===== config.mk =====
export PLATFORM = sky130hd
export DESIGN_NAME = miss_handler
export DESIGN_NICKNAME = d
export VERILOG_FILES = /design/src/cache_geom_pkg.sv /design/src/mem_proto_pkg.sv /design/src/rsp_buf_if.sv /design/src/miss_handler.sv /design/src/refill_ctrl.sv /design/src/refill_rsp_buffer.sv /design/src/miss_req_sender.sv /design/src/fifo_reg.sv
export SDC_FILE = /design/constraint.sdc
export NUM_CORES = 1
export LEC_CHECK = 0
export ABC_CLOCK_PERIOD_IN_PS = 17500
export BUFFER_PORTS_ARGS = -buffer_cell sky130_fd_sc_hd__buf_2
export CAP_MARGIN = 5
export CORE_UTILIZATION = 55
export DETAILED_ROUTE_END_ITERATION = 6
export PLACE_DENSITY_LB_ADDON = 0.08
export SETUP_SLACK_MARGIN = 0.5
export SYNTH_ARGS = -nofsm -noshare
export SYNTH_HDL_FRONTEND = slang
export SYNTH_HIERARCHICAL = 1
export SYNTH_SLANG_ARGS = --single-unit

===== constraint.sdc =====
create_clock -name clk_i -period 17.5 [get_ports clk_i]
set_input_delay 1.75 -clock clk_i [delete_from_list [all_inputs] [get_ports clk_i]]
set_output_delay 1.75 -clock clk_i [all_outputs]
set_load 0.05 [all_outputs]

===== src/cache_geom_pkg.sv =====
// Cache geometry definitions
`default_nettype none

package cache_geom_pkg;

    // Banks of the data cache
    localparam int unsigned NBANKS = 2;
    localparam int unsigned BANK_W = 1;

    // Transaction id, also used as the MSHR id
    localparam int unsigned TID_W = 2;

    // Line addressing, 32-byte lines
    localparam int unsigned NLINE_W = 10;
    localparam int unsigned LINE_OFFSET_W = 5;

    // A line is refilled in four chunks
    localparam int unsigned CHUNKS = 4;
    localparam int unsigned CHUNK_IDX_W = 2;

    localparam int unsigned MISS_FIFO_DEPTH = 2;

    typedef logic [NLINE_W-1:0] nline_t;
    typedef logic [TID_W-1:0] tid_t;
    typedef logic [CHUNK_IDX_W-1:0] chunk_idx_t;

endpackage

`default_nettype wire

===== src/mem_proto_pkg.sv =====
// Memory protocol definitions
`default_nettype none

package mem_proto_pkg;

    import cache_geom_pkg::*;

    localparam int unsigned MEM_DATA_W = 64;
    localparam int unsigned MEM_ID_W = BANK_W + TID_W;
    localparam int unsigned MEM_ADDR_W = NLINE_W + LINE_OFFSET_W;

    // Burst length field, beats minus one
    localparam logic [1:0] MEM_LEN = 2'd3;

    localparam int unsigned META_FIFO_DEPTH = 2;
    localparam int unsigned DATA_FIFO_DEPTH = 8;

    // Width of the shared metadata word
    localparam int unsigned META_W = 13;

    typedef enum logic {
        MEM_OK  = 1'b0,
        MEM_NOK = 1'b1
    } mem_err_e;

    // One metadata word, read as a refill or as an invalidation
    typedef union packed {
        struct packed {
            mem_err_e                      err;
            logic [MEM_ID_W-1:0]           id;
            logic [META_W-MEM_ID_W-2:0]    pad;
        } refill;
        struct packed {
            nline_t                        nline;
            logic [META_W-NLINE_W-1:0]     pad;
        } inval;
    } rsp_meta_u;

    typedef struct packed {
        logic      is_inval;
        rsp_meta_u meta;
    } rsp_meta_entry_t;

endpackage

`default_nettype wire


===== src/rsp_buf_if.sv =====
// Response buffer link
`timescale 1ns/1ps
`default_nettype none

interface rsp_buf_if
    import mem_proto_pkg::*;
();

    logic                  meta_valid;
    rsp_meta_entry_t       meta_entry;
    logic                  meta_pop;
    logic [MEM_DATA_W-1:0] data_word;
    logic                  data_pop;

    modport buffer (
        output meta_valid, meta_entry, data_word,
        input  meta_pop, data_pop
    );

    modport ctrl (
        input  meta_valid, meta_entry, data_word,
        output meta_pop, data_pop
    );

endinterface

`default_nettype wire


===== src/miss_handler.sv =====
// Cache miss handler
`timescale 1ns/1ps
`default_nettype none

module miss_handler
    import cache_geom_pkg::*;
    import mem_proto_pkg::*;
(
    input  logic                      clk_i,
    input  logic                      rst_ni,

    input  logic                      miss_req_valid_i [NBANKS],
    output logic                      miss_req_ready_o [NBANKS],
    input  nline_t                    miss_req_nline_i [NBANKS],
    input  tid_t                      miss_req_tid_i   [NBANKS],

    output logic                      mem_req_valid_o,
    input  logic                      mem_req_ready_i,
    output logic [MEM_ADDR_W-1:0]     mem_req_addr_o,
    output logic [$bits(MEM_LEN)-1:0] mem_req_len_o,
    output logic [MEM_ID_W-1:0]       mem_req_id_o,

    input  logic                      mem_rsp_valid_i,
    output logic                      mem_rsp_ready_o,
    input  logic [MEM_DATA_W-1:0]     mem_rsp_data_i,
    input  logic                      mem_rsp_last_i,
    input  mem_err_e                  mem_rsp_err_i,
    input  logic [MEM_ID_W-1:0]       mem_rsp_id_i,
    input  logic                      mem_rsp_inval_i,
    input  nline_t                    mem_rsp_inval_nline_i,

    output logic                      refill_req_valid_o,
    input  logic                      refill_req_ready_i,
    output logic                      refill_busy_o,
    output logic                      refill_is_error_o,
    output logic                      refill_write_data_o,
    output logic [MEM_DATA_W-1:0]     refill_data_o,
    output chunk_idx_t                refill_word_o,
    output logic                      refill_write_dir_o,

    output logic                      inval_check_dir_o,
    output nline_t                    inval_nline_o,
    input  logic                      inval_hit_i,
    output logic                      inval_write_dir_o,

    output logic                      mshr_ack_o    [NBANKS],
    output tid_t                      mshr_ack_id_o [NBANKS]
);

    rsp_buf_if i_rsp_buf ();

    miss_req_sender i_sender (
        .clk_i,
        .rst_ni,
        .miss_req_valid_i,
        .miss_req_ready_o,
        .miss_req_nline_i,
        .miss_req_tid_i,
        .mem_req_valid_o,
        .mem_req_ready_i,
        .mem_req_addr_o,
        .mem_req_len_o,
        .mem_req_id_o
    );

    refill_rsp_buffer i_rsp_buffer (
        .clk_i,
        .rst_ni,
        .mem_rsp_valid_i,
        .mem_rsp_ready_o,
        .mem_rsp_data_i,
        .mem_rsp_last_i,
        .mem_rsp_err_i,
        .mem_rsp_id_i,
        .mem_rsp_inval_i,
        .mem_rsp_inval_nline_i,
        .rsp_buf (i_rsp_buf.buffer)
    );

    refill_ctrl i_refill_ctrl (
        .clk_i,
        .rst_ni,
        .rsp_buf (i_rsp_buf.ctrl),
        .refill_req_valid_o,
        .refill_req_ready_i,
        .refill_busy_o,
        .refill_is_error_o,
        .refill_write_data_o,
        .refill_data_o,
        .refill_word_o,
        .refill_write_dir_o,
        .inval_check_dir_o,
        .inval_nline_o,
        .inval_hit_i,
        .inval_write_dir_o,
        .mshr_ack_o,
        .mshr_ack_id_o
    );

endmodule

`default_nettype wire


===== src/refill_ctrl.sv =====
// Refill and invalidation controller
`timescale 1ns/1ps
`default_nettype none

module refill_ctrl
    import cache_geom_pkg::*;
    import mem_proto_pkg::*;
(
    input  logic                  clk_i,
    input  logic                  rst_ni,

    rsp_buf_if.ctrl               rsp_buf,

    output logic                  refill_req_valid_o,
    input  logic                  refill_req_ready_i,
    output logic                  refill_busy_o,
    output logic                  refill_is_error_o,
    output logic                  refill_write_data_o,
    output logic [MEM_DATA_W-1:0] refill_data_o,
    output chunk_idx_t            refill_word_o,
    output logic                  refill_write_dir_o,

    output logic                  inval_check_dir_o,
    output nline_t                inval_nline_o,
    input  logic                  inval_hit_i,
    output logic                  inval_write_dir_o,

    output logic                  mshr_ack_o    [NBANKS],
    output tid_t                  mshr_ack_id_o [NBANKS]
);

    enum logic [1:0] {ST_IDLE, ST_WRITE, ST_INVAL} state_q, state_d;

    chunk_idx_t        cnt_q;
    chunk_idx_t        cnt_d;
    rsp_meta_entry_t   entry;
    logic [BANK_W-1:0] rsp_bank;
    tid_t              rsp_tid;

    assign entry    = rsp_buf.meta_entry;
    // The id carries the bank on top of the tid
    assign rsp_bank = entry.meta.refill.id[MEM_ID_W-1 -: BANK_W];
    assign rsp_tid  = entry.meta.refill.id[TID_W-1:0];

    assign refill_req_valid_o = (state_q == ST_IDLE) && rsp_buf.meta_valid;
    assign refill_busy_o      = (state_q != ST_IDLE);
    assign refill_is_error_o  = !entry.is_inval && (entry.meta.refill.err == MEM_NOK);
    assign refill_data_o      = rsp_buf.data_word;
    assign refill_word_o      = cnt_q;
    assign inval_nline_o      = entry.meta.inval.nline;

    always_comb begin
        state_d             = state_q;
        cnt_d               = cnt_q;
        refill_write_data_o = 1'b0;
        refill_write_dir_o  = 1'b0;
        inval_check_dir_o   = 1'b0;
        inval_write_dir_o   = 1'b0;
        rsp_buf.meta_pop    = 1'b0;
        rsp_buf.data_pop    = 1'b0;
        for (int unsigned b = 0; b < NBANKS; b++) begin
            mshr_ack_o[b]    = 1'b0;
            mshr_ack_id_o[b] = rsp_tid;
        end

        case (state_q)
            ST_IDLE: begin
                if (rsp_buf.meta_valid && refill_req_ready_i) begin
                    if (entry.is_inval) begin
                        inval_check_dir_o = 1'b1;
                        state_d           = ST_INVAL;
                    end else begin
                        mshr_ack_o[rsp_bank] = 1'b1;
                        cnt_d                = '0;
                        state_d              = ST_WRITE;
                    end
                end
            end
            ST_WRITE: begin
                // Error responses still drain the data but never write it
                refill_write_data_o = !refill_is_error_o;
                rsp_buf.data_pop    = 1'b1;
                cnt_d               = cnt_q + 1'b1;
                if (cnt_q == CHUNK_IDX_W'(CHUNKS - 1)) begin
                    refill_write_dir_o = 1'b1;
                    rsp_buf.meta_pop   = 1'b1;
                    state_d            = ST_IDLE;
                end
            end
            ST_INVAL: begin
                inval_write_dir_o = inval_hit_i;
                rsp_buf.meta_pop  = 1'b1;
                state_d           = ST_IDLE;
            end
            default: state_d = ST_IDLE;
        endcase
    end

    always_ff @(posedge clk_i or negedge rst_ni) begin
        if (!rst_ni) begin
            state_q <= ST_IDLE;
            cnt_q   <= '0;
        end else begin
            state_q <= state_d;
            cnt_q   <= cnt_d;
        end
    end

    // Metadata for a refill is only queued after its last beat, so a data pop
    // under a refill entry always finds its beat buffered
    a_data_present: assert property (@(posedge clk_i) disable iff (!rst_ni)
        rsp_buf.data_pop |-> rsp_buf.meta_valid && !entry.is_inval);

endmodule

`default_nettype wire


===== src/refill_rsp_buffer.sv =====
// Memory response buffer
`timescale 1ns/1ps
`default_nettype none

module refill_rsp_buffer
    import cache_geom_pkg::*;
    import mem_proto_pkg::*;
(
    input  logic                  clk_i,
    input  logic                  rst_ni,

    input  logic                  mem_rsp_valid_i,
    output logic                  mem_rsp_ready_o,
    input  logic [MEM_DATA_W-1:0] mem_rsp_data_i,
    input  logic                  mem_rsp_last_i,
    input  mem_err_e              mem_rsp_err_i,
    input  logic [MEM_ID_W-1:0]   mem_rsp_id_i,
    input  logic                  mem_rsp_inval_i,
    input  nline_t                mem_rsp_inval_nline_i,

    rsp_buf_if.buffer             rsp_buf
);

    rsp_meta_entry_t meta_wdata;
    logic            meta_w;
    logic            meta_wok;
    logic            data_w;
    logic            data_wok;

    // Encode whichever record this beat carries
    always_comb begin
        meta_wdata          = '0;
        meta_wdata.is_inval = mem_rsp_inval_i;
        if (mem_rsp_inval_i) begin
            meta_wdata.meta.inval.nline = mem_rsp_inval_nline_i;
        end else begin
            meta_wdata.meta.refill.err = mem_rsp_err_i;
            meta_wdata.meta.refill.id  = mem_rsp_id_i;
        end
    end

    // Data beats only go to the data FIFO; the last one also needs a metadata slot
    assign data_w = mem_rsp_valid_i && !mem_rsp_inval_i && data_wok
                    && (meta_wok || !mem_rsp_last_i);

    assign meta_w = mem_rsp_valid_i && meta_wok
                    && (mem_rsp_inval_i || (mem_rsp_last_i && data_wok));

    always_comb begin
        mem_rsp_ready_o = 1'b0;
        if (mem_rsp_valid_i) begin
            if (mem_rsp_inval_i) begin
                mem_rsp_ready_o = meta_wok;
            end else begin
                mem_rsp_ready_o = data_wok && (meta_wok || !mem_rsp_last_i);
            end
        end
    end

    fifo_reg #(
        .DEPTH  (META_FIFO_DEPTH),
        .data_t (rsp_meta_entry_t)
    ) i_meta_fifo (
        .clk_i,
        .rst_ni,
        .w_i     (meta_w),
        .wok_o   (meta_wok),
        .wdata_i (meta_wdata),
        .r_i     (rsp_buf.meta_pop),
        .rok_o   (rsp_buf.meta_valid),
        .rdata_o (rsp_buf.meta_entry)
    );

    // Beat width equals the cache access width, so no resizing
    fifo_reg #(
        .DEPTH  (DATA_FIFO_DEPTH),
        .data_t (logic [MEM_DATA_W-1:0])
    ) i_data_fifo (
        .clk_i,
        .rst_ni,
        .w_i     (data_w),
        .wok_o   (data_wok),
        .wdata_i (mem_rsp_data_i),
        .r_i     (rsp_buf.data_pop),
        .rok_o   (),
        .rdata_o (rsp_buf.data_word)
    );

endmodule

`default_nettype wire


===== src/miss_req_sender.sv =====
// Miss request sender
`timescale 1ns/1ps
`default_nettype none

module miss_req_sender
    import cache_geom_pkg::*;
    import mem_proto_pkg::*;
(
    input  logic                     clk_i,
    input  logic                     rst_ni,

    input  logic                     miss_req_valid_i [NBANKS],
    output logic                     miss_req_ready_o [NBANKS],
    input  nline_t                   miss_req_nline_i [NBANKS],
    input  tid_t                     miss_req_tid_i   [NBANKS],

    output logic                     mem_req_valid_o,
    input  logic                     mem_req_ready_i,
    output logic [MEM_ADDR_W-1:0]    mem_req_addr_o,
    output logic [$bits(MEM_LEN)-1:0] mem_req_len_o,
    output logic [MEM_ID_W-1:0]      mem_req_id_o
);

    enum logic {SEND_IDLE, SEND_REQ} state_q, state_d;

    logic [NLINE_W+TID_W-1:0] miss_wdata [NBANKS];
    logic [NLINE_W+TID_W-1:0] miss_rdata [NBANKS];
    logic [NBANKS-1:0]        miss_rok;
    logic [NBANKS-1:0]        miss_grant;
    logic                     grant_any;
    logic [BANK_W-1:0]        grant_bank;
    logic [NLINE_W+TID_W-1:0] grant_entry;
    nline_t                   nline_q;
    logic [MEM_ID_W-1:0]      id_q;

    for (genvar b = 0; b < NBANKS; b++) begin : gen_bank
        assign miss_wdata[b] = {miss_req_nline_i[b], miss_req_tid_i[b]};

        fifo_reg #(
            .DEPTH  (MISS_FIFO_DEPTH),
            .data_t (logic [NLINE_W+TID_W-1:0])
        ) i_miss_fifo (
            .clk_i,
            .rst_ni,
            .w_i     (miss_req_valid_i[b] && miss_req_ready_o[b]),
            .wok_o   (miss_req_ready_o[b]),
            .wdata_i (miss_wdata[b]),
            .r_i     (miss_grant[b]),
            .rok_o   (miss_rok[b]),
            .rdata_o (miss_rdata[b])
        );
    end

    // Fixed priority, lowest bank wins, only while idle
    always_comb begin
        miss_grant  = '0;
        grant_any   = 1'b0;
        grant_bank  = '0;
        grant_entry = miss_rdata[0];
        if (state_q == SEND_IDLE) begin
            for (int unsigned b = 0; b < NBANKS; b++) begin
                if (miss_rok[b] && !grant_any) begin
                    miss_grant[b] = 1'b1;
                    grant_any     = 1'b1;
                    grant_bank    = BANK_W'(b);
                    grant_entry   = miss_rdata[b];
                end
            end
        end
    end

    always_comb begin
        state_d = state_q;
        case (state_q)
            SEND_IDLE: if (grant_any) state_d = SEND_REQ;
            SEND_REQ:  if (mem_req_ready_i) state_d = SEND_IDLE;
            default:   state_d = SEND_IDLE;
        endcase
    end

    always_ff @(posedge clk_i or negedge rst_ni) begin
        if (!rst_ni) begin
            state_q <= SEND_IDLE;
        end else begin
            state_q <= state_d;
        end
    end

    // Request fields, captured when a bank is granted
    always_ff @(posedge clk_i) begin
        if (grant_any) begin
            nline_q <= grant_entry[NLINE_W+TID_W-1 -: NLINE_W];
            id_q    <= {grant_bank, grant_entry[TID_W-1:0]};
        end
    end

    assign mem_req_valid_o = (state_q == SEND_REQ);
    assign mem_req_addr_o  = {nline_q, {LINE_OFFSET_W{1'b0}}};
    assign mem_req_len_o   = MEM_LEN;
    assign mem_req_id_o    = id_q;

    a_req_stable: assert property (@(posedge clk_i) disable iff (!rst_ni)
        mem_req_valid_o && !mem_req_ready_i |=>
            mem_req_valid_o && $stable(mem_req_addr_o) && $stable(mem_req_id_o));

endmodule

`default_nettype wire


===== src/fifo_reg.sv =====
// Register FIFO
`timescale 1ns/1ps
`default_nettype none

module fifo_reg #(
    parameter int unsigned DEPTH = 2,
    parameter type data_t = logic
) (
    input  logic  clk_i,
    input  logic  rst_ni,
    input  logic  w_i,
    output logic  wok_o,
    input  data_t wdata_i,
    input  logic  r_i,
    output logic  rok_o,
    output data_t rdata_o
);

    data_t                      mem_q [DEPTH];
    logic [$clog2(DEPTH)-1:0]   wptr_q;
    logic [$clog2(DEPTH)-1:0]   rptr_q;
    logic [$clog2(DEPTH+1)-1:0] count_q;

    assign wok_o = (count_q != ($clog2(DEPTH+1))'(DEPTH));
    assign rok_o = (count_q != '0);

    // Head entry is visible as long as the FIFO is not empty
    assign rdata_o = mem_q[rptr_q];

    always_ff @(posedge clk_i or negedge rst_ni) begin
        if (!rst_ni) begin
            wptr_q  <= '0;
            rptr_q  <= '0;
            count_q <= '0;
        end else begin
            if (w_i) begin
                wptr_q <= (wptr_q == ($clog2(DEPTH))'(DEPTH - 1)) ? '0 : wptr_q + 1'b1;
            end
            if (r_i) begin
                rptr_q <= (rptr_q == ($clog2(DEPTH))'(DEPTH - 1)) ? '0 : rptr_q + 1'b1;
            end
            if (w_i && !r_i) begin
                count_q <= count_q + 1'b1;
            end else if (r_i && !w_i) begin
                count_q <= count_q - 1'b1;
            end
        end
    end

    always_ff @(posedge clk_i) begin
        if (w_i) begin
            mem_q[wptr_q] <= wdata_i;
        end
    end

    a_no_write_full: assert property (@(posedge clk_i) disable iff (!rst_ni) w_i |-> wok_o);
    a_no_read_empty: assert property (@(posedge clk_i) disable iff (!rst_ni) r_i |-> rok_o);

endmodule

`default_nettype wire


# [After elaboration in Yosys (flattened, before gate mapping)]
# Memories as Yosys holds them, arrays and structs flattened.
# Cells that the tools add are included.
[totals] regBits=40 mem_bits_rw=582 in_bits=112 out_inout_bits=113 elab_cells=164 memories=4
[mem_list] name="i_rsp_buffer.i_data_fifo.mem_q" depth=8 word_bits=64 read_ports=1 rd_clocked_by_memory_dff=0 wr=1 line="fifo_reg.sv:19" text="data_t mem_q [DEPTH];"
[mem_list] name="i_sender.gen_bank[0].i_miss_fifo.mem_q" depth=2 word_bits=12 read_ports=1 rd_clocked_by_memory_dff=0 wr=1 line="fifo_reg.sv:19"
[mem_list] name="i_sender.gen_bank[1].i_miss_fifo.mem_q" depth=2 word_bits=12 read_ports=1 rd_clocked_by_memory_dff=0 wr=1 line="fifo_reg.sv:19"
[mem_list] name="i_rsp_buffer.i_meta_fifo.mem_q" depth=2 word_bits=11 read_ports=1 rd_clocked_by_memory_dff=0 wr=1 line="fifo_reg.sv:19"
[classes] addsub=17 order_cmp=2 n_eq_ne=12 mux=60 bitwise=2 reduce_logical=49
[op_table] cell="two-way mux 1 bit" count=32
[op_table] cell="two-way mux 2 bit" count=15
[op_table] cell="two-way mux 12 bit" count=2
[op_table] cell="logical AND 1 bit" count=22
[op_table] cell="nonzero test 2 bit" count=9
[op_table] cell="logical NOT 1 bit" count=13
[op_table] cell="two-way mux 4 bit" count=3
[op_table] cell="inequality test 2 bit, second input constant" count=5
[op_table] cell="adder 2 x 1 -> 2 bit, second input constant" count=4
[op_table] cell="case mux 2 bit (2 select lines)" count=2
[op_table] cell="adder 1 bit, second input constant" count=6
[op_table] cell="adder 3 x 1 -> 3 bit, second input constant" count=2
[op_table] cell="== test 3 bit, second input constant" count=2
[op_table] cell="two-way mux 3 bit" count=2
[op_table] cell="two-way mux 6 bit" count=1
[op_table] cell="subtractor 2 x 1 -> 2 bit, second input constant" count=3
[op_table] cell="adder 4 x 1 -> 4 bit, second input constant" count=1
[op_table] cell="== test 2 bit, second input constant" count=2
[op_table] cell="inequality test 4 bit, second input constant" count=1
[op_table] cell="case mux 1 bit (2 select lines)" count=2
[op_table] cell="subtractor 4 x 1 -> 4 bit, second input constant" count=1
[op_table] cell="AND reduction 3 bit" count=1
[op_table] cell="== test 2 x 1 -> 1 bit, second input constant" count=1
[op_table] cell="greater-or-equal comparator 2 bit, second input constant" count=1
[op_table] cell="8 further kinds" count=9

# [Longest topological paths before layout]
# Gate-level depths: netlist of run 1.
[depth] ltp_word=10 depth_mapped=10 mapped_depth_nobuf=10

# [By module]
# The synthesis of run 1 kept the hierarchy.
[modules_own_cells] mod="fifo_reg (i_rsp_buffer.i_data_fifo)" n_inst=1 cells_per_inst=807 area_per_inst_um2=19851.5 seq_area_each_um2=15625.0
[modules_own_cells] mod="fifo_reg (i_sender.gen_bank[0].i_miss_fifo ...)" n_inst=2 cells_per_inst=53 area_per_inst_um2=1089.8 seq_area_each_um2=820.8
[modules_own_cells] mod="fifo_reg (i_rsp_buffer.i_meta_fifo)" n_inst=1 cells_per_inst=60 area_per_inst_um2=1252.5 seq_area_each_um2=940.9
[modules_own_cells] mod="refill_ctrl" n_inst=1 cells_per_inst=118 area_per_inst_um2=944.7 seq_area_each_um2=100.1
[modules_own_cells] mod="miss_req_sender" n_inst=1 cells_per_inst=45 area_per_inst_um2=684.4 seq_area_each_um2=415.4
[modules_own_cells] mod="refill_rsp_buffer" n_inst=1 cells_per_inst=20 area_per_inst_um2=151.4 seq_area_each_um2=0.0

# [Worst setup path before layout of run 1]
# Ideal clock, no wire load.
[synth_path] path_type="input to register" start="input mem_rsp_inval_i" end="memory i_rsp_buffer/i_data_fifo/mem_q[4][0] (netlist name) (enable)" setup_ps=565 arrival_ps=6936 required_time_ps=16935 path_slack_ps=9999 stages=4 n_path_buf=1 cell_sequence="buf_6 > nor3_1 > nand2_1 > nor3_1"
[synth_between] elab_chain_len=6
[synth_lines] item="start, declared" line="miss_handler.sv:29" text="input logic mem_rsp_inval_i,"
[synth_lines] item="logical NOT 1 bit" line="refill_rsp_buffer.sv:43" text="assign data_w = mem_rsp_valid_i && !mem_rsp_inval_i && data_wok"
[synth_lines] item="logical AND 1 bit (2 in series)" line="refill_rsp_buffer.sv:43"
[synth_lines] item="logical AND 1 bit" line="refill_rsp_buffer.sv:44" text="&& (meta_wok || !mem_rsp_last_i);"
[synth_lines] item="via i_rsp_buffer.data_w" line="refill_rsp_buffer.sv:27" text="logic data_w;"
[synth_lines] item="two-way mux 1 bit" line="fifo_reg.sv:51" text="if (w_i) begin"
[synth_lines] item="two-way mux 1 bit (not written as such)" line="fifo_reg.sv:52" text="mem_q[wptr_q] <= wdata_i;"
[synth_lines] item="end, declared" line="fifo_reg.sv:19"
# The timed path passes the listed nets, and every way through them passes these cells.

# [Worst setup path after layout of run 1]
[layout_path] start="register i_rsp_buffer.i_data_fifo.rptr_q[0]" end="output refill_data_o[17]"
[layout_between] elab_chain_len=1
[layout_lines] item="start, declared" line="fifo_reg.sv:21" text="logic [$clog2(DEPTH)-1:0] rptr_q;"
[layout_lines] item="start signal, assigned" line="fifo_reg.sv:40" text="rptr_q <= (rptr_q == ($clog2(DEPTH))'(DEPTH - 1)) ? '0 : rptr_q + 1'b1;"
[layout_lines] item="memory (8 x 64 bit)"
[layout_lines] item="end, declared" line="miss_handler.sv:37" text="output logic [MEM_DATA_W-1:0] refill_data_o,"
# Every way passes these cells.

==> results.cfg, run 1 <==
[outcome]
status = finished clean

[global_routing]
grt_antenna_before_repair = 6
grt_pass1_wl_um = 69200
grt_overflow = 0
grt_use_total_pct = 20.1
grt_max_degree = 74
grt_pass1_vias = 11400

[setup_path]
critPathKind = reg2out
r2r_start = i_rsp_buffer/i_data_fifo/count_q[0]
critical_path_arrival_ns = 4.51
cp-end-kind = primary output
crit_start = i_rsp_buffer/i_data_fifo/rptr_q[0]
startpoint_type = register
path_max_fanout = 50
worstPathRequired_ns = 15.75

[floorplan]
fp.dieW_um = 215
fp.dieH_um = 215
die-area_sq_um = 46000
ioPinCount = 225
start_util_pct = 55.9
fp.coreArea_sq_um = 44400
row_count = 77

[sta]
whs_ns = 0.485
hold_viol = 0
worst_slack_ns = 11.24
skew_ns = 0.0127
worst_pin_slew_ns = 1.08
fin_crit_sh_pct = 35.7
setup_tns_ns = 0
setup_violations = 0
clock.fmax_mhz = 160
rsz0062_at_grt = false
period_needed_ns = 6.26
relSlewSlack_pct = 27.6
maxSlewViolCount = 0

[clocking]
cts_setup_buffers = 0
cts_made_buffers = 60
cts_hold_buf = 0
cts_tree = done
insertion_delay_ns = 0.62
clock_sinks = 622
h-tree-depth = 2
cts_resized = 0
cts_root_buf = clkbuf_16
cts_max_path_buffers = 3
clk_pin_slew_worst_paths_ns = 0.06

[yosys]
syn_area_sq_um = 24800
synthCells = 1145
syn_avg_cell_area_sq_um = 21.7
yosysWarnings = 6

[route]
post_drt_wl_per_cell_um = 23.0
post-route-drc-count = 0
routed_wl_um = 45100
drt_first_pass_iters = 4
drt-vias-per-instance = 5.58
ant_nets = 0
vias = 10900
drt_first_iter_violations = 676

[pwr]
swShare_pct = 34.6
p_leak_nw = 9.51
vdd_drop_max_uv = 109
internal_power_w = 0.00319
p_clk_share_pct = 26.3
p_sw_w = 0.00169
power_density_nw_per_um2 = 175
pwr-share-comb_pct = 33.4
seqPwrFrac_pct = 40.4

[place]
port_buffers = 217
postPlaceCellArea_sq_um = 25900
hpwl_um = 24800
gp_congestion = 0.733
pre_cts_ws_ns = 11.70
placedCellCount = 1848

[finish]
num-nets-final = 1447
nFillCells = 3078
fin_cells = 1963
ff_latch_area_sq_um = 18600
stdcell_area_sq_um = 27900
syn_to_final_growth_pct = 12.4
drive_above_1_share_pct = 43.9
multi_input_area_sq_um = 5380

[worst_hold_path]
worstHoldPathType = reg2reg
hold_path_startpoint = i_sender/gen_bank[1].i_miss_fifo/wptr_q

[run]
maxCapViolations = 0
[worst paths after layout]
kind / endpoint / slack [ns] / depth (start not counted)
worst max-delay path: refill_data_o[17] / 11.24 / 5
worst min-delay path: i_sender/gen_bank[1].i_miss_fifo/wptr_q / 0.49 / 1
worst max register to register: i_rsp_buffer/i_data_fifo/mem_q[5][36] / 13.91 / 7
worst min register to register: i_sender/gen_bank[1].i_miss_fifo/wptr_q / 0.49 / 1
max in group asynchronous: i_rsp_buffer/i_data_fifo/rptr_q[0] / 15.86 / 1
min in group asynchronous: i_rsp_buffer/i_meta_fifo/rptr_q / 1.16 / 1
[power by group through the flow]
stage	sequential, W	clock [W]	combinational (W)
after floorplan	0.00194	0	0.00152
after global placement	0.00200	0	0.00164
after detailed placement	0.00201	0	0.00165
after CTS	0.00197	0.00131	0.00165
after global routing	0.00199	0.00136	0.00172
final	0.00197	0.00128	0.00163
[routing by layer]
layer,global-route usage (%),up-vias,wire (um)
li1,-,4888,-
met1,28.0,5724,19500
met2,32.1,258,22000
met3,4.28,70,2470
met4,6.40,8,986
met5,0,-,51
[flip-flops by register name (all words and copies together), names as in the netlist, 3 cells and up]
register and flops:
i_rsp_buffer/i_data_fifo/count_q 4, i_sender/mem_req_id_o 3, i_sender/gen_bank.i_miss_fifo/mem_q 48, i_rsp_buffer/i_data_fifo/rptr_q 3, i_rsp_buffer/i_data_fifo/mem_q 512, i_rsp_buffer/i_meta_fifo/mem_q 22, i_rsp_buffer/i_data_fifo/wptr_q 3, i_sender/gen_bank.i_miss_fifo/count_q 4
i_sender/nline_q 10
[through the flow]
| step | util, % | power [W] |
|---|---|---|
| after floorplan | - | 0.00346 |
| after global placement | 58.4 | 0.00364 |
| after detailed placement | 58.4 | 0.00365 |
| after CTS | 62.8 | 0.00494 |
| after global routing | 62.8 | 0.00508 |
| final | 62.9 | 0.00487 |
[layout make-up]
type	instances	share of cell area (%)
Clock buffer	70	5.66
Antenna cell	3	0.0269
Timing Repair Buffer	234	4.35
Clock inverter	42	1.40
Tap cell	592	2.65
Sequential cell	622	66.5
Inverter	14	0.188
Multi-Input combinational cell	386	19.3
[critical path, stage by stage, from the launching register on]
cell,delay (ns)
dfrtp_4,0.96
buf_4,0.90
buf_4,0.82
mux4_2,0.59
mux2_2,0.31
buf_2,0.22
[placed cells by master, fill, tap and decap left out, drive strengths merged, types with 4 or more instances in the layout]
cell type / count
nor3: 6
dfrtp: 27
ha: 16
nand2: 12
o21ai: 4
clkinv: 30
inv: 17
mux4: 128
nand2b: 5
xnor2: 5
conb: 7
xor2: 12
clkbuf: 70
bufinv: 7
mux2i: 4
and2: 14
nor2b: 8
edfxtp: 595
buf: 234
nor2: 18
mux2: 121
a21oi: 5
Power figures use the tool's default switching activity.
==> run 2: changes to the inputs <==
--- a/config.mk
+++ b/config.mk
@@ -5,10 +5,10 @@
 export SDC_FILE = /design/constraint.sdc
 export NUM_CORES = 1
 export LEC_CHECK = 0
-export ABC_CLOCK_PERIOD_IN_PS = 17500
+export ABC_CLOCK_PERIOD_IN_PS = 5350
 export BUFFER_PORTS_ARGS = -buffer_cell sky130_fd_sc_hd__buf_2
 export CAP_MARGIN = 5
-export CORE_UTILIZATION = 55
+export CORE_UTILIZATION = 54
 export DETAILED_ROUTE_END_ITERATION = 6
 export PLACE_DENSITY_LB_ADDON = 0.08
 export SETUP_SLACK_MARGIN = 0.5
==> constraint.sdc (replaced) <==
create_clock -name clk_i -period 5.35 [get_ports clk_i]
set_input_delay 0.535 -clock clk_i [delete_from_list [all_inputs] [get_ports clk_i]]
set_output_delay 0.535 -clock clk_i [all_outputs]
set_load 0.05 [all_outputs]
==> run 2 against run 1 <==
Non-clock buffer count up 4. Cell count up 0.97%. Worst hold slack worse by 0.36 ns. Clock power rose to 3.3 times the previous value. First-iteration DRC count down 9.9%. Critical endpoint is now refill_data_o[8]. Largest power group unchanged.
==> results.cfg, run 2 (synthesis gave the netlist of run 1 again) <==
[place]
port_buffers = 217
gp_congestion = 0.768
hpwl_um = 25200
placedCellCount = 1859
pre_cts_ws_ns = 2.17

[setup_path]
critical_path_arrival_ns = 3.15
worstPathRequired_ns = 4.82
path_max_fanout = 34
cp-end-kind = primary output
critPathKind = reg2out
startpoint_type = register

[clocking]
cts_tree = done
clock_sinks = 622
h-tree-depth = 3
insertion_delay_ns = 0.59
cts_root_buf = clkbuf_16
cts_setup_buffers = 0
clk_pin_slew_worst_paths_ns = 0.06
cts_resized = 0
cts_made_buffers = 66
cts_max_path_buffers = 3

[route]
drt-vias-per-instance = 5.50
post-route-drc-count = 0
post_drt_wl_per_cell_um = 22.4
ant_nets = 0
vias = 10900
drt_first_iter_violations = 609
routed_wl_um = 44500
drt_first_pass_iters = 5

[pwr]
pwr-share-comb_pct = 33.6
seqPwrFrac_pct = 40.2
p_leak_nw = 9.55
swShare_pct = 34.7
p_sw_w = 0.00554
p_clk_share_pct = 26.2
vdd_drop_max_uv = 409
internal_power_w = 0.0104
power_density_nw_per_um2 = 569

[sta]
setup_violations = 0
fin_crit_sh_pct = 68.9
hold_viol = 0
setup_tns_ns = 0
whs_ns = 0.129
relSlewSlack_pct = 27.3
maxSlewViolCount = 0
period_needed_ns = 3.68
skew_ns = 0.0169
worst_pin_slew_ns = 1.09
clock.fmax_mhz = 271
worst_slack_ns = 1.67
rsz0062_at_grt = false

[finish]
drive_above_1_share_pct = 43.3
top_regs = i_rsp_buffer/i_data_fifo/mem_q: 512 flops, i_sender/gen_bank.i_miss_fifo/mem_q: 48 flops, i_rsp_buffer/i_meta_fifo/mem_q: 22 flops
syn_to_final_growth_pct = 13.1
regMostFlops = i_rsp_buffer/i_data_fifo/mem_q
final_cell_mix = edfxtp_1 (595), buf_2 (217), mux4_2 (128)
num-nets-final = 1457
largest_reg_flops = 512
final_common_cell = edfxtp_1
fin_cells = 1982

[run]
maxCapViolations = 0

[global_routing]
grt_pass1_wl_um = 68400
grt_use_total_pct = 19.7
grtUsageMet2_pct = 32.4
grt_antenna_before_repair = 9
met3_usage_pct = 4.88
grt_busiest_layer = met2
grt_pass1_vias = 11400
grt_max_degree = 87
grt_overflow = 0
grt_use_met1_pct = 26.3

[floorplan]
fp.dieW_um = 216
ioPinCount = 225
fp.coreArea_sq_um = 45400
fp.dieH_um = 216
row_count = 78
start_util_pct = 54.7
die-area_sq_um = 46900

[outcome]
status = finished clean

[worst_hold_path]
worstHoldPathType = in2reg
-- run 2: metal layers --
layer / routed length, um / up-vias
met5: 80 / -
met4: 932 / 14
met3: 2730 / 84
met2: 21900 / 272
met1: 18800 / 5614
li1: - / 4909
-- run 2: power groups by stage --
stage	clock network (W)	logic, W	registers [W]
floorplan	0	0.00499	0.00634
global placement	0	0.00544	0.00651
finish	0.00419	0.00537	0.00641
global route	0.00448	0.00571	0.00650
CTS	0.00429	0.00548	0.00644
detailed placement	0	0.00547	0.00654
-- run 2: critical path: stages (launching register included) --
cell and delay [ns]:
dfrtp_4 0.87, buf_4 0.57, mux4_2 0.57, mux2_2 0.32, buf_2 0.22
-- run 2: what timing repair did --
item                       4_1_cts  5_1_grt
hold endpoints to repair        27        0
setup endpoints to repair        0        0
hold buffers                     1        0
-- run 2: path summary, 6_finish.rpt --
kind	startpoint	slack, ns	cells after the start	endpoint
min reg2reg	i_rsp_buffer/i_meta_fifo/wptr_q	0.48	1	i_rsp_buffer/i_meta_fifo/wptr_q
max reg2reg	i_rsp_buffer/i_data_fifo/count_q[0]	2.43	8	i_rsp_buffer/i_data_fifo/mem_q[2][14]
min in group asynchronous	rst_ni	0.51	2	i_refill_ctrl/refill_word_o[0]
max in group asynchronous	rst_ni	4.37	2	i_rsp_buffer/i_data_fifo/rptr_q[2]
max	i_rsp_buffer/i_data_fifo/rptr_q[0]	1.67	4	refill_data_o[8]
min	mem_req_ready_i	0.13	2	i_sender/mem_req_valid_o
-- run 2: through the flow --
| step | util (%) | power [W] | instance area, sq um |
|---|---|---|---|
| 2_1_floorplan | - | 0.0113 | 24900 |
| 3_3_place_gp | 57.4 | 0.0120 | 26100 |
| 3_5_place_dp | 57.4 | 0.0120 | 26100 |
| 4_1_cts | 61.9 | 0.0162 | 28100 |
| 5_1_grt | 61.9 | 0.0167 | 28100 |
| 6_report | 61.9 | 0.0160 | 28100 |
-- run 2: area by class of cell --
| class | instances | area, sq um |
|---|---|---|
| timing repair buffer | 238 | 1330 |
| clock inverter | 34 | 218 |
| tap | 600 | 751 |
| fill | 3212 | 17300 |
| inverter | 14 | 52.6 |
| clock buffer | 85 | 1790 |
| antenna | 3 | 7.51 |
| multi-input combinational | 386 | 5390 |
| sequential | 622 | 18600 |
